**config.mk**
```make
export PLATFORM = sky130hd
export DESIGN_NAME = decade_counter
export DESIGN_NICKNAME = d
export VERILOG_FILES = /design/src/source/digit_pkg.sv /design/src/source/decade_counter.sv
export SDC_FILE = /design/constraint.sdc
export NUM_CORES = 1
export LEC_CHECK = 0
export ABC_CLOCK_PERIOD_IN_PS = 3200
export BUFFER_PORTS_ARGS = -buffer_cell sky130_fd_sc_hd__buf_4
export CORE_AREA = 2 2 39 41
export CTS_CLUSTER_SIZE = 12
export DETAILED_ROUTE_END_ITERATION = 10
export DIE_AREA = 0 0 41 43
export HOLD_SLACK_MARGIN = 0.15
export SLEW_MARGIN = 15
export SYNTH_ARGS = -nofsm -noshare
export SYNTH_HDL_FRONTEND = slang
export SYNTH_SLANG_ARGS = --single-unit
```
**constraint.sdc**
```tcl
create_clock -name clk -period 3.2 [get_ports clk]
set_clock_uncertainty 0.05 [all_clocks]
set_input_delay 0.32 -clock clk [delete_from_list [all_inputs] [get_ports clk]]
set_output_delay 0.32 -clock clk [all_outputs]
set_load 0.03 [all_outputs]
```
**src/source/digit_pkg.sv**
```systemverilog
`default_nettype none

package digit_pkg;

    ////////////////////////////////////////////////////////////
    // Frame buffer data
    ////////////////////////////////////////////////////////////

    // Zero top bit above the 3-bit colour
    typedef logic [3:0] pixel_t;

    typedef logic [2:0] color_t;

    // Eight pixels, leftmost pixel in the highest nibble
    typedef logic [31:0] fb_word_t;

    ////////////////////////////////////////////////////////////
    // Glyph drawing
    ////////////////////////////////////////////////////////////

    // Decimal digit, 0 to 9
    typedef logic [3:0] digit_t;

    // Row index, row 5 is the blank spacer
    typedef logic [2:0] glyph_row_t;

    typedef enum logic {
        writer_idle,
        writer_draw
    } writer_state_t;

    localparam int GLYPH_ROWS = 6;

endpackage

`default_nettype wire
```
**src/source/decade_counter.sv**
```systemverilog
`timescale 1ns/1ps
`default_nettype none

module decade_counter (
    input  logic              clk,
    input  logic              rst,
    input  logic              next,
    output digit_pkg::digit_t ones,
    output digit_pkg::digit_t tens,
    output logic              ones_changed,
    output logic              tens_changed
);

    localparam digit_pkg::digit_t DIGIT_MAX = 4'd9;

    logic carry;

    // Ones digit rolls over on this step
    assign carry = next && (ones == DIGIT_MAX);

    always_ff @(posedge clk)
    begin
        if (rst)
        begin
            ones         <= '0;
            tens         <= '0;
            ones_changed <= 1'b0;
            tens_changed <= 1'b0;
        end
        else
        begin
            ones_changed <= next;
            tens_changed <= carry;

            if (carry)
            begin
                ones <= '0;
                // 99 wraps to 00
                if (tens == DIGIT_MAX)
                begin
                    tens <= '0;
                end
                else
                begin
                    tens <= tens + 4'd1;
                end
            end
            else if (next)
            begin
                ones <= ones + 4'd1;
            end
        end
    end

endmodule

`default_nettype wire

```
==> results of run 1 <==
cell usage after synthesis:
cell / number
sky130_fd_sc_hd__mux2_2: 1
sky130_fd_sc_hd__a22oi_1: 1
sky130_fd_sc_hd__nor2b_1: 4
sky130_fd_sc_hd__buf_6: 1
sky130_fd_sc_hd__a21oi_1: 3
sky130_fd_sc_hd__nand3_1: 1
sky130_fd_sc_hd__nand4_1: 1
sky130_fd_sc_hd__o21ai_0: 1
sky130_fd_sc_hd__xor2_1: 2
sky130_fd_sc_hd__dfxtp_1: 10
sky130_fd_sc_hd__ha_1: 2
sky130_fd_sc_hd__nand2_1: 3
sky130_fd_sc_hd__or2b_1: 1
sky130_fd_sc_hd__inv_1: 2
sky130_fd_sc_hd__xnor2_1: 1
sky130_fd_sc_hd__nand4b_4: 1
sky130_fd_sc_hd__o31ai_1: 1
sky130_fd_sc_hd__a211oi_1: 1
sky130_fd_sc_hd__or4_1: 1
sky130_fd_sc_hd__and4b_1: 2
sky130_fd_sc_hd__nor2_1: 6
per-layer routing:
metal / up-vias / part of all wire, % / track usage (%)
li1: 189 / - / -
met1: 167 / 46 / 15.9
met2: 10 / 48 / 17.2
met3: 0 / 6.2 / 3.14
met4: 0 / 0 / 8.00
met5: - / 0 / 0
worst reg2reg max path, stage by stage, from the launching register on:
cell and delay, ns:
sky130_fd_sc_hd__dfxtp_1 0.42, sky130_fd_sc_hd__ha_1 0.25, sky130_fd_sc_hd__nand4b_4 0.15, sky130_fd_sc_hd__or4_1 0.49, sky130_fd_sc_hd__a21oi_1 0.12
how the worst max path moves through the flow:
| stage | endpoint | from | slack (ns) |
|---|---|---|---|
| finish | tens[1] | ones[0] | 1.66 |
| CTS | tens[1] | ones[0] | 1.64 |
| floorplan | tens[1] | ones[0] | 1.54 |
| detailed placement | tens[1] | ones[0] | 1.68 |
| global placement | tens[1] | ones[0] | 1.68 |
| global route | tens[1] | ones[0] | 1.54 |
final cells by class:
class / instances / area (µm²) / share of cell area, %
inverters: 2 / 7.51 / 1.28
multi-input cells: 33 / 234 / 39.8
well taps: 16 / 20.0 / 3.40
clock buffers: 4 / 36.3 / 6.17
flip-flops and latches: 10 / 200 / 34.0
repair buffers: 12 / 90.1 / 15.3
where the power goes:
group | switching (µW) | internal, µW | leakage [µW] | total [µW]
clock network | 40.2 | 69.0 | 0.0000210 | 109
logic | 16.2 | 11.1 | 0.000188 | 27.3
registers | 4.31 | 128 | 0.0000813 | 132
metrics by stage:
stage / worst slack (ns) / std cells / utilization (%) / power [µW] / cell area [µm²]
2_1_floorplan: 1.54 / 46 / - / 153 / 453
3_3_place_gp: 1.68 / 73 / 39.9 / 162 / 552
3_5_place_dp: 1.68 / 73 / 39.9 / 163 / 552
4_1_cts: 1.64 / 77 / 42.5 / 275 / 588
5_1_grt: 1.54 / 77 / 42.5 / 283 / 588
6_report: 1.66 / 77 / 42.5 / 269 / 588
sequential cells by signal, summed over array words and instances, names as in the netlist:
register      count
ones              4
tens              4
ones_changed      1
tens_changed      1
kinds of logic after synthesis:
kind of cell	synth area share [%]
XOR/XNOR	5.80
adder cells (fa/ha/maj)	5.52
AND/OR/NAND/NOR	28.5
multiplexers	2.49
AO/OA/AOI/OAI	9.39
buffers and inverters	4.14
flip-flops	44.2
==> summary.md, run 1 <==
| Metric | Value |
|---|---|
| Run status | completed |
| Top cell type's share of synthesized area | 44.2% |
| Initial antenna violation count | 0 |
| Slew of the pin with the lowest slew margin | between 0.2 and 0.25 ns |
| Gr usage total | 12.3% |
| Width of the chip | 41 µm |
| DRT Wirelength | 833 µm |
| Unique cell type count in the Yosys netlist | 21 |
| Synth area leaders | sky130_fd_sc_hd__dfxtp_1, sky130_fd_sc_hd__ha_1, sky130_fd_sc_hd__nor2b_1, sky130_fd_sc_hd__nand4b_4, sky130_fd_sc_hd__nor2_1 |
| Final setup viols | 0 |
| Number of clock sinks | 10 |
| Sequential element share of the synthesized area | 44.2% |
| Synth warnings | 0 |
| HP Class | input port to flip-flop |
| Fin. max-slew vios | 0 |
| Critical Path End Type | flip-flop |
| Reg-to-Reg End | tens[1] |
| Instance count along the most critical hold path | 2 |
| Ratio of cells with drive above 1 in the final layout | between 20 and 30% |
| Count of fill cells added during filler insertion | 150 |
| Pin count of the biggest net entering global routing | 9 |
| Minimum setup slack among reg-to-reg paths | between 1.5 and 2 ns |
| Share of the clock period used by the worst path | between 40% and 50% |
| Number of buffers added by the clock tree synthesis step | 3 |
| DRT Pass-1 Iters | 3 |
| Max Clock Freq | 0.648 GHz |
| Clock Pin Slew Worst Setup and Hold Paths | 0.06 ns |
| Logic depth of the worst setup path including buffers | 4 |
| Largest stage delay on the critical path | 0.49 ns |
| Synth Instances | 46 |
| Family with the most delay on the worst path | simple AND/OR/NAND/NOR gates |
| Wire per inst | 10.8 µm |
| Final critical path time including I/O delays and setup | between 1.5 and 2 ns |
| Cell with the largest stage delay on the worst path | sky130_fd_sc_hd__or4_1 |
| WS Path Type | flip-flop to flip-flop |
| Overall die height | 43 µm |
| Post-cts gate resize count | 0 |
| Number of buffers added to fix hold violations after cts | 0 |
| Placed wire-length estimate | 633 µm |
| Power density over the cells | 457 nW/µm² |
| Average footprint of a synthesized cell | between 9 and 10 µm² |
| Diodes inserted | 0 |
| WP data required | ~3.3 ns |
| Violation count after the first detailed-routing iteration | 1 |
| Synth Net Count | 51 |
| Layout area overhead | 29.8% |
| Commonest non-fill, non-tap cells in the layout | sky130_fd_sc_hd__buf_4, sky130_fd_sc_hd__dfxtp_1, sky130_fd_sc_hd__nor2_1, sky130_fd_sc_hd__nor2b_1 |
| Via count of the first global-routing pass | 352 |
| Setup TNS | 0 ns |
| Port Buf Inserts | 12 |
| Boundary pin count | 13 |
| H-tree Lvls | 1 |
| Cell area after synthesis | 453 µm² |
| Maximum fanout encountered on the critical timing path | 6 |
| Detail-routed via count per cell | 4.75 |
| Count of endpoints failing hold in the final timing report | 0 |
| Crit path DAT | 1.69 ns |
| Residual DRC count | 0 |
| Nets | 67 |
| Antenna Nets Post-Route | 0 |
| Number of buffers between clock root and the deepest sink | 2 |
| Standard cell core area | 1380 µm² |
| Number of buffers added for setup after CTS | 0 |
| Cell leakage power | roughly 0.00029 µW |
| Clock root buffer master | sky130_fd_sc_hd__clkbuf_4 |
| Clock latency at the later pin of the worst-skew pair | 0.26 ns |
| Register bit count reported by yosys | 10 |
| Worst hold-check slack | 0.234 ns |
| Overall die area | between 1500 and 2000 µm² |
| Cell depth of the worst flop-to-flop path | 4 |
| Cell taking the most area after synthesis | sky130_fd_sc_hd__dfxtp_1 |
| Wire length of the first global-routing pass | between 1000 and 1500 µm |
| Critical hold path startpoint | rst |
| Overall via count from detail_route | around 370 |
| Total of max-cap violations | 0 |
| RePlAce Congestion | a little under 0.7 |
| Setup repair after global routing missed its margin | no |
| CP cell instances | ha_1 > nand4b_4 > or4_1 > a21oi_1 |
| Hold worst-path end | tens[1] |
| Most frequent standard cell in the layout excluding fill and tap cells | sky130_fd_sc_hd__buf_4 |
| Initial standard-cell utilization of the core | 32.7% |
| Critical path launch point type | flip-flop |
| Max rail drop VDD | 0.253 mV |
| Reg-to-reg startpoint | ones[0] |
| # rows | 14 |
| Total grt overflow | 0 |
| TritonCTS clock tree | built |
| CP Buf/Inv Count | 0 |
| Remaining max-slew budget at the tightest pin | 85.6% |
No activity file was read; power rests on OpenSTA's default activity.
==> run 2, diff against run 1 <==
Settings changed: ABC_AREA set to 1, ABC_CLOCK_PERIOD_IN_PS 3200 to 1400.
Clock period 3.2 ns to 1.4 ns, I/O delays scaled along.
==> summary.md, run 2 <==
| Metric | Value |
|---|---|
| Layout area overhead | 33.9% |
| Share of the clock period used by the worst path | 92.4% |
| HP Class | input port to flip-flop |
| Total grt overflow | 0 |
| Power density over the cells | about 850 nW/µm² |
| Total length of routed met3 wires | 62 µm |
| Run status | completed |
| Top FF cell, synth | sky130_fd_sc_hd__dfxtp_1 |
| Initial standard-cell utilization of the core | 35.2% |
| Gr usage total | 12.3% |
| Sequential element share of the synthesized area | 41.1% |
| Synth area leaders | sky130_fd_sc_hd__dfxtp_1, sky130_fd_sc_hd__nand2_1, sky130_fd_sc_hd__inv_1, sky130_fd_sc_hd__nor2_1, sky130_fd_sc_hd__ha_1 |
| Max Clock Freq | 0.773 GHz |
| Critical Path End Type | flip-flop |
| Overall die area | approximately 1800 µm² |
| Via count of the first global-routing pass | around 380 |
| Width of the chip | 41 µm |
| Wire per inst | between 8 and 9 µm |
| Final critical path time including I/O delays and setup | 1.29 ns |
| H-tree Lvls | 1 |
| Dominant cell by count in the synthesized netlist | sky130_fd_sc_hd__nand2_1 |
| Cell leakage power | 0.000322 µW |
| Top routing layer in use | met4 |
| Placed wire-length estimate | a little under 700 µm |
| Port Buf Inserts | 12 |
| Nets | between 90 and 100 |
| Routed wl met2 | between 300 and 400 µm |
| Overall via count from detail_route | approximately 460 |
| Setup repair after global routing missed its margin | no |
| Number of synthesized flops with an enable pin | 0 |
| Setup TNS | 0 ns |
| Final non-filler cell area | 652 µm² |
| Initial antenna violation count | 0 |
| Count of non-filler cells in the finished layout | 104 |
| Number of buffers added by the clock tree synthesis step | 3 |
| Clock Pin Slew Worst Setup and Hold Paths | approximately 0.06 ns |
| Wire length of the first global-routing pass | ~1500 µm |
| Number of buffers added for setup after CTS | 0 |
| Standard cell core area | between 1000 and 1500 µm² |
| Overall die height | 43 µm |
| Fin. max-slew vios | 0 |
| Synth warnings | 0 |
| DRT Wirelength | slightly below 900 µm |
| Register bit count reported by yosys | 10 |
| Synth Instances | 70 |
| Residual DRC count | 0 |
| Synth Net Count | 75 |
| Clock latency at the later pin of the worst-skew pair | about 0.26 ns |
| Average footprint of a synthesized cell | between 6 and 7 µm² |
| Number of clock sinks | 10 |
| Cell area after synthesis | 487 µm² |
| Number of placed cells counting well taps | 99 |
| Minimum setup slack among reg-to-reg paths | 0.18 ns |
| TritonCTS clock tree | built |
| Clock root buffer master | sky130_fd_sc_hd__clkbuf_4 |
| Unique cell type count in the Yosys netlist | 18 |
| Slew of the pin with the lowest slew margin | 0.250 ns |
| Violation count after the first detailed-routing iteration | 2 |
| DP Area | approximately 600 µm² |
| Antenna Nets Post-Route | 0 |
| Crit path DAT | 1.44 ns |
| DRT Pass-1 Iters | 4 |
| Maximum fanout encountered on the critical timing path | 3 |
| RePlAce Congestion | 0.656 |
| Total of max-cap violations | 0 |
| Diodes inserted | 0 |
| Max rail drop VDD | around 0.36 mV |
| Detail-routed via count per cell | approximately 4.4 |
| Boundary pin count | 13 |
| Number of buffers between clock root and the deepest sink | 2 |
| Top cell type's share of synthesized area | 41.1% |
| WP data required | 1.55 ns |
| Critical path launch point type | input port |
| Remaining max-slew budget at the tightest pin | 83.3% |
| Cell taking the most area after synthesis | sky130_fd_sc_hd__dfxtp_1 |
| Commonest non-fill, non-tap cells in the layout | sky130_fd_sc_hd__nand2_1, sky130_fd_sc_hd__buf_4, sky130_fd_sc_hd__dfxtp_1, sky130_fd_sc_hd__inv_1, sky130_fd_sc_hd__nor2_1 |
| Ratio of cells with drive above 1 in the final layout | 26.1% |
| Most frequent standard cell in the layout excluding fill and tap cells | sky130_fd_sc_hd__nand2_1 |
| WS Path Type | input port to flip-flop |
| Final setup viols | 0 |
| Largest registers in the final layout | ones (4), tens (4) |
| Pin count of the biggest net entering global routing | 7 |
| Routed met1 length | 413 µm |
| # rows | 14 |
| Post-synth ARST share | 0% |
| Most used standard cells in the synthesized netlist | sky130_fd_sc_hd__nand2_1, sky130_fd_sc_hd__dfxtp_1, sky130_fd_sc_hd__inv_1, sky130_fd_sc_hd__nor2_1 |
| Count of endpoints failing hold in the final timing report | 0 |
run 2: final timing paths:
kind                start      endpoint  cells after the start
setup / recovery      rst  ones_changed                      4
hold / removal       next       ones[1]                      4
setup reg to reg  ones[0]       tens[1]                      8
hold reg to reg   tens[1]       tens[1]                      2
run 2: where the power goes:
part / internal [µW] / switching [µW]
Combinational: 29.7 / 38.7
Clock: 98.9 / 90.2
Sequential: 291 / 5.45
run 2: cell families (layout without fill, tap and decap cells):
kind of cell / Yosys count / in the layout / synth area share [%]
xor+xnor: 1 / 1 / 1.80
simple gates: 40 / 40 / 37.5
fa+ha+maj: 2 / 2 / 5.14
flops: 10 / 10 / 41.1
buf+inv: 12 / 30 / 9.25
compound gates: 5 / 5 / 5.14
run 2: metal layers:
metal / vias up / GRT usage (%)
met5: - / 0
met4: 0 / 8.00
met3: 4 / 3.14
met2: 12 / 17.8
met1: 199 / 15.3
li1: 247 / -
run 2: worst max-delay path: stages:
cell	delay [ns]
sky130_fd_sc_hd__dlygate4sd3_1	0.54
sky130_fd_sc_hd__buf_4	0.14
sky130_fd_sc_hd__nor2_1	0.09
sky130_fd_sc_hd__dlygate4sd3_1	0.54
run 2: area by class of cell:
type | instances | area [µm²]
Timing Repair Buffer | 15 | 123
Multi-Input combinational cell | 48 | 241
Clock buffer | 3 | 22.5
Tap cell | 16 | 20.0
Fill cell | 143 | 732
Inverter | 12 | 45.0
Sequential cell | 10 | 200
run 2: timing repair:
action                                  CTS  global route
endpoints found under the hold margin     4             0
endpoints found under the setup margin    0             1
resized for setup                         0             2
hold buffers                              3             0
run 2: through the flow:
stage / setup WS (ns) / hold WS, ns / power, µW / utilization (%)
floorplan: 0.0665 / 0.162 / 342 / -
global placement: 0.237 / 0.267 / 367 / 43.7
detailed placement: 0.231 / 0.271 / 367 / 43.7
CTS: 0.0191 / 0.451 / 564 / 47.5
global route: 0.0601 / 0.387 / 585 / 47.1
finish: 0.106 / 0.351 / 554 / 47.1
