<file path="src/source/digit_pkg.sv">
`default_nettype none

package digit_pkg;

    ////////////////////////////////////////////////////////////
    // Frame buffer data
    ////////////////////////////////////////////////////////////

    // Zero top bit above the 3-bit colour
    typedef logic [3:0] pixel_t;

    typedef logic [2:0] color_t;

    // Eight pixels, leftmost pixel in the highest nibble
    typedef logic [31:0] fb_word_t;

    ////////////////////////////////////////////////////////////
    // Glyph drawing
    ////////////////////////////////////////////////////////////

    // Decimal digit, 0 to 9
    typedef logic [3:0] digit_t;

    // Row index, row 5 is the blank spacer
    typedef logic [2:0] glyph_row_t;

    typedef enum logic {
        writer_idle,
        writer_draw
    } writer_state_t;

    localparam int GLYPH_ROWS = 6;

endpackage

`default_nettype wire
</file>
<file path="src/source/glyph_wr_if.sv">
`timescale 1ns/1ps
`default_nettype none

// One glyph writer's write stream into the frame store
interface glyph_wr_if #(
    parameter int ADDR_W = 10
) ();

    logic                  wr_en;
    logic [ADDR_W-1:0]     wr_addr;
    digit_pkg::fb_word_t   wr_data;
    logic                  busy;

    modport writer (
        output wr_en,
        output wr_addr,
        output wr_data,
        output busy
    );

    modport store (
        input wr_en,
        input wr_addr,
        input wr_data,
        input busy
    );

endinterface

`default_nettype wire

</file>
<file path="src/source/glyph_writer.sv">
`timescale 1ns/1ps
`default_nettype none

module glyph_writer #(
    parameter int ADDR_W = 10,
    parameter int BASE   = 94
) (
    input  logic              clk,
    input  logic              rst,
    input  logic              start,
    input  digit_pkg::digit_t digit,
    input  digit_pkg::color_t color,
    glyph_wr_if.writer        wr
);

    ////////////////////////////////////////////////////////////
    // Glyph bitmaps
    ////////////////////////////////////////////////////////////

    // Bit 7 is the leftmost pixel of a row
    localparam logic [7:0] GLYPH_BITS [10][5] = '{
        '{8'h7E, 8'h81, 8'h81, 8'h81, 8'h7E},
        '{8'h00, 8'h82, 8'hFF, 8'h80, 8'h00},
        '{8'hC2, 8'hA1, 8'h91, 8'h89, 8'h86},
        '{8'h42, 8'h81, 8'h89, 8'h89, 8'h76},
        '{8'h0F, 8'h08, 8'h08, 8'h08, 8'hFF},
        '{8'h4F, 8'h89, 8'h89, 8'h89, 8'h71},
        '{8'h78, 8'h8C, 8'h8A, 8'h89, 8'h70},
        '{8'h01, 8'hC1, 8'h31, 8'h0D, 8'h03},
        '{8'h6E, 8'h91, 8'h91, 8'h91, 8'h6E},
        '{8'h06, 8'h09, 8'h09, 8'h09, 8'hFE}
    };

    localparam digit_pkg::glyph_row_t LAST_ROW =
        digit_pkg::glyph_row_t'(digit_pkg::GLYPH_ROWS - 1);

    digit_pkg::writer_state_t state;
    digit_pkg::glyph_row_t    row;
    digit_pkg::digit_t        digit_q;
    digit_pkg::color_t        color_q;
    logic [7:0]               row_bits;
    digit_pkg::pixel_t        lit_pixel;

    ////////////////////////////////////////////////////////////
    // Row sequencer
    ////////////////////////////////////////////////////////////

    always_ff @(posedge clk)
    begin
        if (rst)
        begin
            state <= digit_pkg::writer_idle;
            row   <= '0;
        end
        else if (start)
        begin
            // A new request restarts the glyph from the top
            state <= digit_pkg::writer_draw;
            row   <= '0;
        end
        else if (state == digit_pkg::writer_draw)
        begin
            if (row == LAST_ROW)
            begin
                state <= digit_pkg::writer_idle;
                row   <= '0;
            end
            else
            begin
                row <= row + 3'd1;
            end
        end
    end

    // Digit and colour held for the whole redraw
    always_ff @(posedge clk)
    begin
        if (start)
        begin
            digit_q <= digit;
            color_q <= color;
        end
    end

    ////////////////////////////////////////////////////////////
    // Row data
    ////////////////////////////////////////////////////////////

    always_comb
    begin
        row_bits = '0;
        if (row != LAST_ROW)
        begin
            row_bits = GLYPH_BITS[digit_q][row];
        end
    end

    assign lit_pixel = {1'b0, color_q};

    always_comb
    begin
        for (int i = 0; i < 8; i++)
        begin
            wr.wr_data[4*i +: 4] = row_bits[i] ? lit_pixel : 4'h0;
        end
    end

    assign wr.wr_en   = (state == digit_pkg::writer_draw);
    assign wr.busy    = (state == digit_pkg::writer_draw);
    assign wr.wr_addr = ADDR_W'(BASE) + ADDR_W'(row);

endmodule

`default_nettype wire

</file>
<file path="src/flat_wrapper.sv">
// flat-port wrapper written by rule: the top's interface ports become plain ports
module glyph_writer_flat 
#(
    parameter int ADDR_W = 10,
    parameter int BASE   = 94
)
  (clk, rst, start, digit, color, wr_wr_en, wr_wr_addr, wr_wr_data, wr_busy);
  glyph_wr_if #(.ADDR_W(ADDR_W)) wr_i ();
  input  logic clk;
  input  logic rst;
  input  logic start;
  input  digit_pkg::digit_t digit;
  input  digit_pkg::color_t color;
  output wire logic [$bits(wr_i.wr_en)-1:0] wr_wr_en;
  output wire logic [$bits(wr_i.wr_addr)-1:0] wr_wr_addr;
  output wire logic [$bits(wr_i.wr_data)-1:0] wr_wr_data;
  output wire logic [$bits(wr_i.busy)-1:0] wr_busy;
  assign wr_wr_en = wr_i.wr_en;
  assign wr_wr_addr = wr_i.wr_addr;
  assign wr_wr_data = wr_i.wr_data;
  assign wr_busy = wr_i.busy;
  glyph_writer #(.ADDR_W(ADDR_W), .BASE(BASE)) u_core (.clk(clk), .rst(rst), .start(start), .digit(digit), .color(color), .wr(wr_i));
endmodule
</file>
<file path="config.mk">
export PLATFORM = sky130hd
export DESIGN_NAME = glyph_writer_flat
export DESIGN_NICKNAME = d
export VERILOG_FILES = /design/src/source/digit_pkg.sv /design/src/source/glyph_wr_if.sv /design/src/source/glyph_writer.sv /design/src/flat_wrapper.sv
export SDC_FILE = /design/constraint.sdc
export NUM_CORES = 1
export LEC_CHECK = 0
export ABC_CLOCK_PERIOD_IN_PS = 2500
export BUFFER_PORTS_ARGS = -buffer_cell sky130_fd_sc_hd__buf_2
export CAP_MARGIN = 20
export CELL_PAD_IN_SITES_DETAIL_PLACEMENT = 0
export CELL_PAD_IN_SITES_GLOBAL_PLACEMENT = 1
export CORE_MARGIN = 2
export CORE_UTILIZATION = 35
export CTS_CLUSTER_DIAMETER = 100
export DETAILED_ROUTE_END_ITERATION = 10
export GPL_TIMING_DRIVEN = 1
export PLACE_DENSITY = 0.78
export SYNTH_ARGS = -nofsm -noshare
export SYNTH_HDL_FRONTEND = slang
export SYNTH_SLANG_ARGS = --single-unit
</file>
<file path="constraint.sdc">
create_clock -name clk -period 2.5 [get_ports clk]
set_input_delay 0.375 -clock clk [delete_from_list [all_inputs] [get_ports clk]]
set_output_delay 0.375 -clock clk [all_outputs]
set_load 0.05 [all_outputs]
</file>
==> summary.txt, run 1 <==
Status
  • Outcome: completed

Timing
  • RSZ-0062 raised after global routing: yes
  • Count of pins over their slew limit: 0
  • Final Hold Violating Endpoints: 0
  • F_max: 0.406 GHz
  • Slew headroom: 65.4%
  • Worst slew pin tran: 516 ps
  • Worst clock skew: 0.102 ps
  • Crit share post-route: 98.5%
  • Min cycle time layout: 2460 ps
  • Hold WS: 317 ps
  • Final setup viols: 0
  • Setup WS post-layout: 37.4 ps

Pwr
  • Tot Pwr: 0.889 mW
  • Leakage: 0.859 nW
  • PwrDens: 475 nW/um^2
  • VDD IR max: 471 uV

Placement
  • PortBufs: 41
  • Placed cells: 259
  • Routability cong.: 0.856
  • Pre-CTS setup slack: 108 ps
  • HPWL Detailed: 2780 um

Floorplanning
  • Die W: 66.8 um
  • Std cell rows: 22
  • Ports: 54
  • Starting Density: 37.2%
  • Core area: 3720 sq um
  • Die area: 4460 sq um
  • Die H: 66.8 um

Min path
  • Min-Delay Path Class: in -> reg

Global routing
  • Total global routing overflow: 0
  • Vias in the first global route: 1,230
  • Overall global routing resource usage: 16.9%
  • First-pass GRT wire length: 5780 um
  • Antenna violations before repair: 0
  • Largest net degree at the start of global routing: 19

Finish
  • Area grow syn2layout: 35.4%
  • Multi-input logic area: 990 sq um
  • Register area: 290 sq um
  • Fraction of layout cells with a size suffix above 1: 37.4%
  • Layout Nets: 242
  • Fillers: 384
  • Post-Layout Cell Count: 270
  • Antenna cell count: 0

Critical path
  • Worst Setup End Kind: output pin
  • Worst-path fanout max: 9
  • Startpoint types: register
  • Worst EP arrival: 2090 ps
  • Worst EP required: 2120 ps
  • Critical path class: reg -> out

Synth
  • Distinct cell type count after synthesis: 53
  • Warnings from Yosys: 0
  • Ranking of synthesized cells by area: edfxtp_1, buf_4, ha_1
  • Mean Syn Cell Area: 7.98 sq um
  • Syn Std Cell Area: 1380 sq um
  • FFs w/ async S/R, synth: 0%
  • Share of Yosys cell area claimed by the top area cell type: 15.2%
  • Post-synth top area cell: edfxtp_1
  • Number of synthesized flops with an enable pin: 7
  • Sequential element share of the synthesized area: 21.0%
  • #FFs+latches synth: 11
  • Post-synth top flop: edfxtp_1
  • Cells after synthesis: 173

Run
  • Max-Cap Viols: 0

Clock tree
  • Clk slew on worst S/H paths: 50 ps
  • CTS sink count: 11
  • CTS H-tree depth: 1
  • Post-CTS Hold Fix Bufs: 0
  • Total CTS buffers: 3
  • Worst-case clock buffer depth: 2
  • Root Buffer: clkbuf_8
  • CTS tree: built
  • Skew-Pair Late Insertion Delay: 230 ps

Route
  • Remaining DRCs: 0
  • Initial DRT Pass Iterations: 4
  • Final wirelength: 3780 um
  • Vias: 1,413
  • DR WL/cell: 14.0 um
  • Antenna-violating nets left: 0
  • Post-DR vias/cell: 5.23
  • Initial drt markers: 42
==> area by class of cell <==
type                            count  share of cell area (%)
Clock buffer                        4                    2.41
Inverter                           11                    2.34
Multi-Input combinational cell    136                    52.9
Sequential cell                    11                    15.5
Tap cell                           48                    3.21
Timing Repair Buffer               60                    23.6
==> per-stage QoR <==
step,area [sq um],util (%),TNS [ps]
floorplan,1430,-,-927
global placement,1610,43.4,0
detailed placement,1610,43.4,0
CTS,1690,45.4,0
global route,1870,50.3,-567
finish,1870,50.3,0
==> cells in the final DEF (no fill, tap or decap), drive strengths merged, types with 4 or more instances in the layout <==
cell / count
buf: 51
nor2: 14
clkbuf: 13
conb: 12
nand2: 11
inv: 11
and3: 9
and2: 9
ha: 9
edfxtp: 7
a21oi: 6
nand2b: 5
nor2b: 4
nor3: 4
nand3: 4
dfxtp: 4
o311ai: 4
==> synthesized netlist by cell type, types with 3 or more instances <==
| master | n |
|---|---|
| mux2i_1 | 3 |
| nand2_1 | 11 |
| a21oi_1 | 6 |
| o32ai_1 | 3 |
| dfxtp_1 | 4 |
| and2_1 | 8 |
| buf_4 | 16 |
| nor2_1 | 14 |
| o21ai_0 | 3 |
| nand3_1 | 4 |
| nand2b_1 | 4 |
| and3_1 | 9 |
| o211ai_1 | 3 |
| ha_1 | 9 |
| nor2b_1 | 4 |
| buf_2 | 5 |
| nor3_1 | 4 |
| inv_1 | 11 |
| edfxtp_1 | 7 |
==> path summary, 6_finish.rpt <==
kind | slack [ps] | cells past startpoint | from | endpoint
hold reg to reg | 570 | 2 | u_core.wr.busy | u_core.wr.busy
hold / removal | 320 | 1 | color[0] | u_core.color_q[0]
setup reg to reg | 970 | 4 | u_core.row[1] | u_core.row[2]
setup / recovery | 40 | 7 | u_core.digit_q[0] | wr_wr_data[8]
==> worst max-delay path, stage by stage, from the launching register on <==
cell	delay, ps
edfxtp_1	430
buf_6	160
ha_2	210
nand2b_4	80
o311a_1	300
o41ai_2	320
and2_1	190
buf_6	160
==> metal layers <==
metal  vias up  GRT usage, %  wire length (um)
met4         0          9.69               130
met5         -             0                 0
li1        700             -                 -
met1       637          22.1              1690
met2        63          27.3              1750
met3        13          1.35               208
==> cell families (layout without fill, tap and decap cells) <==
logic type | Yosys count | count (layout) | share of synthesized area (%)
AND/OR/NAND/NOR | 70 | 70 | 28.6
AO/OA/AOI/OAI | 39 | 39 | 22.1
buffers and inverters | 36 | 75 | 15.1
flip-flops | 11 | 11 | 21.0
adder cells (fa/ha/maj) | 9 | 9 | 8.15
multiplexers | 5 | 5 | 3.80
other | 2 | 12 | 0.544
XOR/XNOR | 1 | 1 | 0.634
==> sequential cells by signal, indices dropped and copies added, names as in the netlist <==
register and cells:
u_core.color_q 3, u_core.row 3, u_core.wr.busy 1, u_core.digit_q 4
==> timing repair <==
action	CTS	global route
setup endpoints to repair	15	24
gates resized for setup	12	48
pin swaps	1	8
setup buffers	0	7
==> power breakdown <==
group	internal, mW	leakage, nW	total, mW	switching [mW]
combinational	0.166	0.735	0.491	0.325
clock	0.111	0.0228	0.170	0.0585
sequential	0.207	0.101	0.228	0.0210
(Power assumes the default switching activity.)
==> run 2, diff against run 1 <==
- SETUP_SLACK_MARGIN: not set -> 0.3
==> run 2 against run 1 <==
Total power rose by 11%. Cell count rose by 3.7%. Register-to-register slack improved by 140 ps. Fmax fell by 0.92%. Die area did not move. Core utilization rose by 8.9 points. Critical path depth rose by 1. Sequential power barely moved. Clock skew rose by 1.6 ps. Via count rose by 3.5%. Combinational power rose by 21%. Highest routed layer unchanged.
==> summary.txt, run 2 (same netlist as run 1, synthesis figures left out) <==
Status
  • Outcome: completed

Finish
  • Antenna cell count: 0
  • Fraction of layout cells with a size suffix above 1: 49.6%
  • Max FFs per register: 4
  • Post-Layout Cell Count: 280
  • Final Instance Area: 2200 sq um
  • Layout Nets: 252
  • Area grow syn2layout: 59.4%
  • Most common cell after layout, fill and taps aside: buf_4
  • Most frequent cells in the layout: buf_4, buf_2, buf_8
  • Largest register by flop count: u_core.digit_q
  • Biggest regs: u_core.digit_q: 4 flops, u_core.color_q: 3 flops, u_core.row: 3 flops
  • Fillers: 346

Floorplanning
  • Die area: 4460 sq um
  • Die W: 66.8 um
  • Ports: 54
  • Core area: 3720 sq um
  • Std cell rows: 22
  • Die H: 66.8 um
  • Starting Density: 37.2%

Pwr
  • PwrDens: 448 nW/um^2
  • VDD IR max: 346 uV
  • Leakage: 0.970 nW

Timing
  • Slew headroom: 63.9%
  • Min cycle time layout: 2490 ps
  • Final Hold Violating Endpoints: 0
  • Count of pins over their slew limit: 0
  • F_max: 0.402 GHz
  • Crit share post-route: 99.4%
  • Worst clock skew: 1.66 ps
  • Hold WS: 318 ps
  • Final setup viols: 0
  • Worst slew pin tran: 534 ps
  • RSZ-0062 raised after global routing: yes

Clock tree
  • CTS sink count: 11
  • CTS H-tree depth: 1
  • Skew-Pair Late Insertion Delay: 230 ps
  • CTS tree: built
  • Clk slew on worst S/H paths: 50 ps
  • Total CTS buffers: 3
  • Worst-case clock buffer depth: 2
  • Root Buffer: clkbuf_8

Critical path
  • Worst EP required: 2120 ps
  • FF-to-FF path depth: 4
  • Worst Setup End Kind: output pin
  • Worst-path fanout max: 4
  • Reg2Reg Capture Point: u_core.row[2]
  • Reg2reg setup slack: 1110 ps
  • Startpoint types: register
  • Critical path class: reg -> out
  • Worst EP arrival: 2110 ps
  • Reg2Reg Launch Point: u_core.row[1]

Global routing
  • Antenna violations before repair: 0
  • Largest net degree at the start of global routing: 30
  • Vias in the first global route: 1,395
  • Overall global routing resource usage: 18.7%
  • Total global routing overflow: 0
  • First-pass GRT wire length: 6510 um

Min path
  • Min-Delay Path Class: in -> reg
  • Hold worst-path end: u_core.digit_q[2]
  • Hold Path Depth: 1
  • Hold_sp: digit[2]

Route
  • DR WL/cell: 14.0 um
  • Initial DRT Pass Iterations: 5
  • Vias: 1,463
  • Final wirelength: 3920 um
  • Antenna-violating nets left: 0
  • Remaining DRCs: 0
  • Post-DR vias/cell: 5.23
  • Initial drt markers: 60

Run
  • Max-Cap Viols: 0

Placement
  • Routability cong.: 0.824
  • Placed cells: 261
  • HPWL Detailed: 2700 um
  • Post-DP Area: 1730 sq um
  • PortBufs: 41
==> run 2: cell count changes in the layout (fill, tap and decap cells not counted), sizes merged <==
cell	change
clkbuf	-9
buf	+19
==> run 2: final cells by class <==
cell class              instances  area, sq um  area share, %
well taps                      48         60.1           2.73
inverters                      11         41.3           1.88
flip-flops and latches         11          290           13.2
clock buffers                   4         45.0           2.05
multi-input cells             136         1120           51.0
repair buffers                 70          643           29.2
==> run 2: how the worst max path moves through the flow <==
stage / startpoint / end / slack, ps / depth (start not counted)
global placement: u_core.digit_q[1] / wr_wr_data[29] / 50 / 7
finish: u_core.digit_q[1] / wr_wr_data[21] / 10 / 8
CTS: u_core.digit_q[1] / wr_wr_data[9] / 20 / 7
global route: u_core.digit_q[0] / wr_wr_data[29] / -80 / 8
floorplan: u_core.digit_q[0] / wr_wr_data[12] / 140 / 5
detailed placement: u_core.digit_q[1] / wr_wr_data[10] / 30 / 7
==> run 2: stage by stage <==
| stage | power [mW] | setup slack, ps | utilization (%) | setup TNS, ps |
|---|---|---|---|---|
| 3_3_place_gp | 0.684 | 47.7 | 46.5 | 0 |
| 5_1_grt | 1.04 | -77.2 | 59.3 | -844 |
| 4_1_cts | 0.941 | 18.5 | 55.2 | 0 |
| 3_5_place_dp | 0.685 | 30.2 | 46.5 | 0 |
| 6_report | 0.985 | 14.6 | 59.3 | 0 |
| 2_1_floorplan | 0.601 | 138 | - | 0 |
==> run 2: worst max-delay path, stage by stage (launching register included) <==
cell,delay (ps)
edfxtp_1,450
inv_2,150
ha_4,170
nand2b_4,80
buf_4,140
o41a_1,340
o211ai_1,170
and3_4,240
buf_8,140
==> run 2: report_power, final <==
group	leakage, nW	total (mW)	switching [mW]	internal, mW
logic	0.846	0.592	0.352	0.240
registers	0.101	0.225	0.0182	0.207
clock network	0.0228	0.168	0.0572	0.111
==> run 2: repair_timing <==
action / 4_1_cts / 5_1_grt
setup buffers: 10 / 5
setup endpoints to repair: 24 / 24
gates resized for setup: 59 / 29
hold buffers: 0 / 0
pin swaps: 14 / 10
==> run 2: layer usage <==
| metal | GRT usage (%) | share of wire (%) | up-vias | wire length (um) |
|---|---|---|---|---|
| met5 | 0 | 0 | - | 0 |
| met1 | 24.2 | 42 | 687 | 1660 |
| met3 | 1.69 | 3.9 | 4 | 154 |
| li1 | - | - | 721 | - |
| met2 | 32.8 | 53 | 51 | 2070 |
| met4 | 5.87 | 0.79 | 0 | 31 |
==> run 3, diff against run 2 <==
--- a/config.mk
+++ b/config.mk
@@ -6,4 +6,5 @@
 export NUM_CORES = 1
 export LEC_CHECK = 0
+export ABC_AREA = 1
 export ABC_CLOCK_PERIOD_IN_PS = 2500
 export BUFFER_PORTS_ARGS = -buffer_cell sky130_fd_sc_hd__buf_2
@@ -12,8 +13,8 @@
 export CELL_PAD_IN_SITES_GLOBAL_PLACEMENT = 1
 export CORE_MARGIN = 2
-export CORE_UTILIZATION = 35
+export CORE_UTILIZATION = 33
 export CTS_CLUSTER_DIAMETER = 100
 export DETAILED_ROUTE_END_ITERATION = 10
-export GPL_TIMING_DRIVEN = 1
+export GPL_TIMING_DRIVEN = 0
 export PLACE_DENSITY = 0.78
 export SETUP_SLACK_MARGIN = 0.3
==> constraint.sdc (replaced) <==
create_clock -name clk -period 2.5 [get_ports clk]
set_input_delay 0.375 -clock clk [delete_from_list [all_inputs] [get_ports clk]]
set_output_delay 0.375 -clock clk [all_outputs]
set_load 0.02 [all_outputs]
==> run 3 against run 2 <==
Die area increased by 4.5%. Critical path depth increased by 1. Synthesized cell count increased by 25%. Combinational power decreased by 34%. Synthesized area decreased by 1.2%. Via count increased by 3.3%. First-iteration DRC count increased by 45%.
==> summary.txt, run 3 <==
Placement
  • Post-DP Area: 1670 sq um
  • Placed cells: 318
  • Routability cong.: 0.825
  • PortBufs: 41
  • HPWL Detailed: 2830 um

Route
  • Vias: 1,512
  • DR WL/cell: 11.7 um
  • Remaining DRCs: 0
  • Final wirelength: 3830 um
  • Initial drt markers: 87
  • Initial DRT Pass Iterations: 4
  • Post-DR vias/cell: 4.62
  • Antenna-violating nets left: 0

Pwr
  • PwrDens: 408 nW/um^2
  • Leakage: 0.980 nW
  • VDD IR max: 302 uV

Critical path
  • Crit-path max cell delay: 440 ps
  • Critical path class: reg -> out
  • Worst path most repeated cell: nand3_1
  • Worst-path fanout max: 4
  • CP cell instances: inv_2, ha_2, inv_1, nand2_1, nand3_1, nand3_1, nand2_4, nor3_2, buf_4
  • Slowest-stage cell, CP: edfxtp_1
  • CP bufs+invs: 3
  • Worst EP arrival: 1830 ps
  • Worst EP required: 2120 ps
  • Worst Setup End Kind: output pin
  • Top delay family on crit path: simple AND/OR/NAND/NOR gates
  • Startpoint types: register

Finish
  • Most common cell after layout, fill and taps aside: nand2_1
  • Max FFs per register: 4
  • Area grow syn2layout: 39.9%
  • Biggest regs: u_core.digit_q: 4 flops, u_core.color_q: 3 flops, u_core.row: 3 flops
  • Post-Layout Cell Count: 327
  • Most frequent cells in the layout: nand2_1, buf_4, nor2_1
  • Fraction of layout cells with a size suffix above 1: 40.4%
  • Layout Nets: 297
  • Antenna cell count: 0
  • Largest register by flop count: u_core.digit_q
  • Final Instance Area: 1910 sq um

Clock tree
  • Skew-Pair Late Insertion Delay: 240 ps
  • Post-CTS Hold Fix Bufs: 0
  • CTS H-tree depth: 1
  • Clk slew on worst S/H paths: 50 ps
  • CTS sink count: 11
  • Total CTS buffers: 3
  • Root Buffer: clkbuf_8
  • CTS tree: built
  • Worst-case clock buffer depth: 2

Synth
  • Number of synthesized flops with an enable pin: 7
  • Mux contribution to synthesized area: 0%
  • Most frequent cells after synthesis: nand2_1, nor2_1, a21oi_1
  • Syn Std Cell Area: 1370 sq um
  • Post-synth top area cell: edfxtp_1
  • Compound-Gate Fraction of Synth Area: 12.6%
  • Post-synth top flop: edfxtp_1
  • Post-Synth Adder-Cell Area: 8.25%
  • Share of Yosys cell area claimed by the top area cell type: 15.4%
  • Sequential element share of the synthesized area: 21.3%
  • Warnings from Yosys: 0
  • Post-Synth Simple-Gate Area: 36.9%
  • Largest family of logic cells by synthesized area: simple AND/OR/NAND/NOR gates
  • Distinct cell type count after synthesis: 26
  • FFs w/ async S/R, synth: 0%
  • Cells after synthesis: 217
  • Mean Syn Cell Area: 6.29 sq um
  • Cell with the most instances after synthesis: nand2_1
  • Post-synthesis xor/xnor area fraction: 0%
  • Ranking of synthesized cells by area: edfxtp_1, nand2_1, nor2_1
  • #FFs+latches synth: 11

Global routing
  • Vias in the first global route: 1,362
  • Global Route met3 Usage: 1.81%
  • First-pass GRT wire length: 6070 um
  • Global Route met2 Usage: 27.2%
  • Overall global routing resource usage: 17.1%
  • Total global routing overflow: 0
  • Largest net degree at the start of global routing: 11
  • Grt peak-use layer: met2
  • Antenna violations before repair: 0
  • Met1 usage: 23.1%

Timing
  • F_max: 0.453 GHz
  • Worst clock skew: 2.45 ps
  • Crit share post-route: 88.2%
  • Min cycle time layout: 2210 ps
  • RSZ-0062 raised after global routing: yes
  • Final Hold Violating Endpoints: 0
  • Hold WS: 308 ps
  • Final setup viols: 0
  • Total negative slack: 0 ps
  • Count of pins over their slew limit: 0

Floorplanning
  • Starting Density: 34.1%
  • Std cell rows: 23
  • Die H: 68.3 um
  • Core area: 4000 sq um
  • Die W: 68.3 um
  • Ports: 54
  • Die area: 4670 sq um

Min path
  • Min-Delay Path Class: in -> reg

Run
  • Max-Cap Viols: 0

Status
  • Outcome: completed
==> run 3: cell families (layout without fill, tap and decap cells) <==
group	after synthesis	after routing
and+or+nand+nor	115	115
DFF	11	11
other	2	12
AOI/OAI and AO/OA	34	34
buffers and inverters	46	96
adders and majority gates	9	9
==> run 3: worst paths after layout <==
kind / slack, ps / start / to / depth (start not counted)
min reg2reg: 510 / u_core.wr.busy / u_core.row[0] / 1
max reg2reg: 1360 / u_core.row[0] / u_core.wr.busy / 5
min: 310 / rst / u_core.wr.busy / 2
max: 290 / u_core.digit_q[0] / wr_wr_data[18] / 9
==> run 3: stage by stage <==
stage / setup WS (ps) / total power [mW] / utilization [%]
6_report: 294 / 0.780 / 47.7
5_1_grt: 211 / 0.834 / 47.7
4_1_cts: 302 / 0.733 / 44.1
3_5_place_dp: 306 / 0.545 / 41.8
3_3_place_gp: 282 / 0.547 / 41.8
2_1_floorplan: 385 / 0.457 / -
==> run 3: routing by layer <==
layer  vias up  part of all wire [%]
li1        783                     -
met1       658                    45
met2        64                    48
met3         7                   6.0
met4         0                   1.3
met5         -                     0
==> run 3: what timing repair did <==
item | CTS | global route
endpoints found under the setup margin | 24 | 23
setup buffers | 4 | 1
resized for setup | 7 | 45
pin swaps | 1 | 2
==> run 3: where the power goes <==
part	total, mW	leakage, nW	switching [mW]	internal, mW
sequential	0.214	0.101	0.00756	0.206
combinational	0.392	0.856	0.240	0.152
clock	0.174	0.0228	0.0621	0.112
total	0.780	0.980	0.309	0.470
==> run 3: final cells by class <==
cell class	instances	area, sq um
plain buffers	23	176
clock buffers	4	45.0
fillers	416	2090
inverters	23	104
multi-input cells	170	930
flip-flops and latches	11	290
well taps	50	62.6
repair buffers	46	302
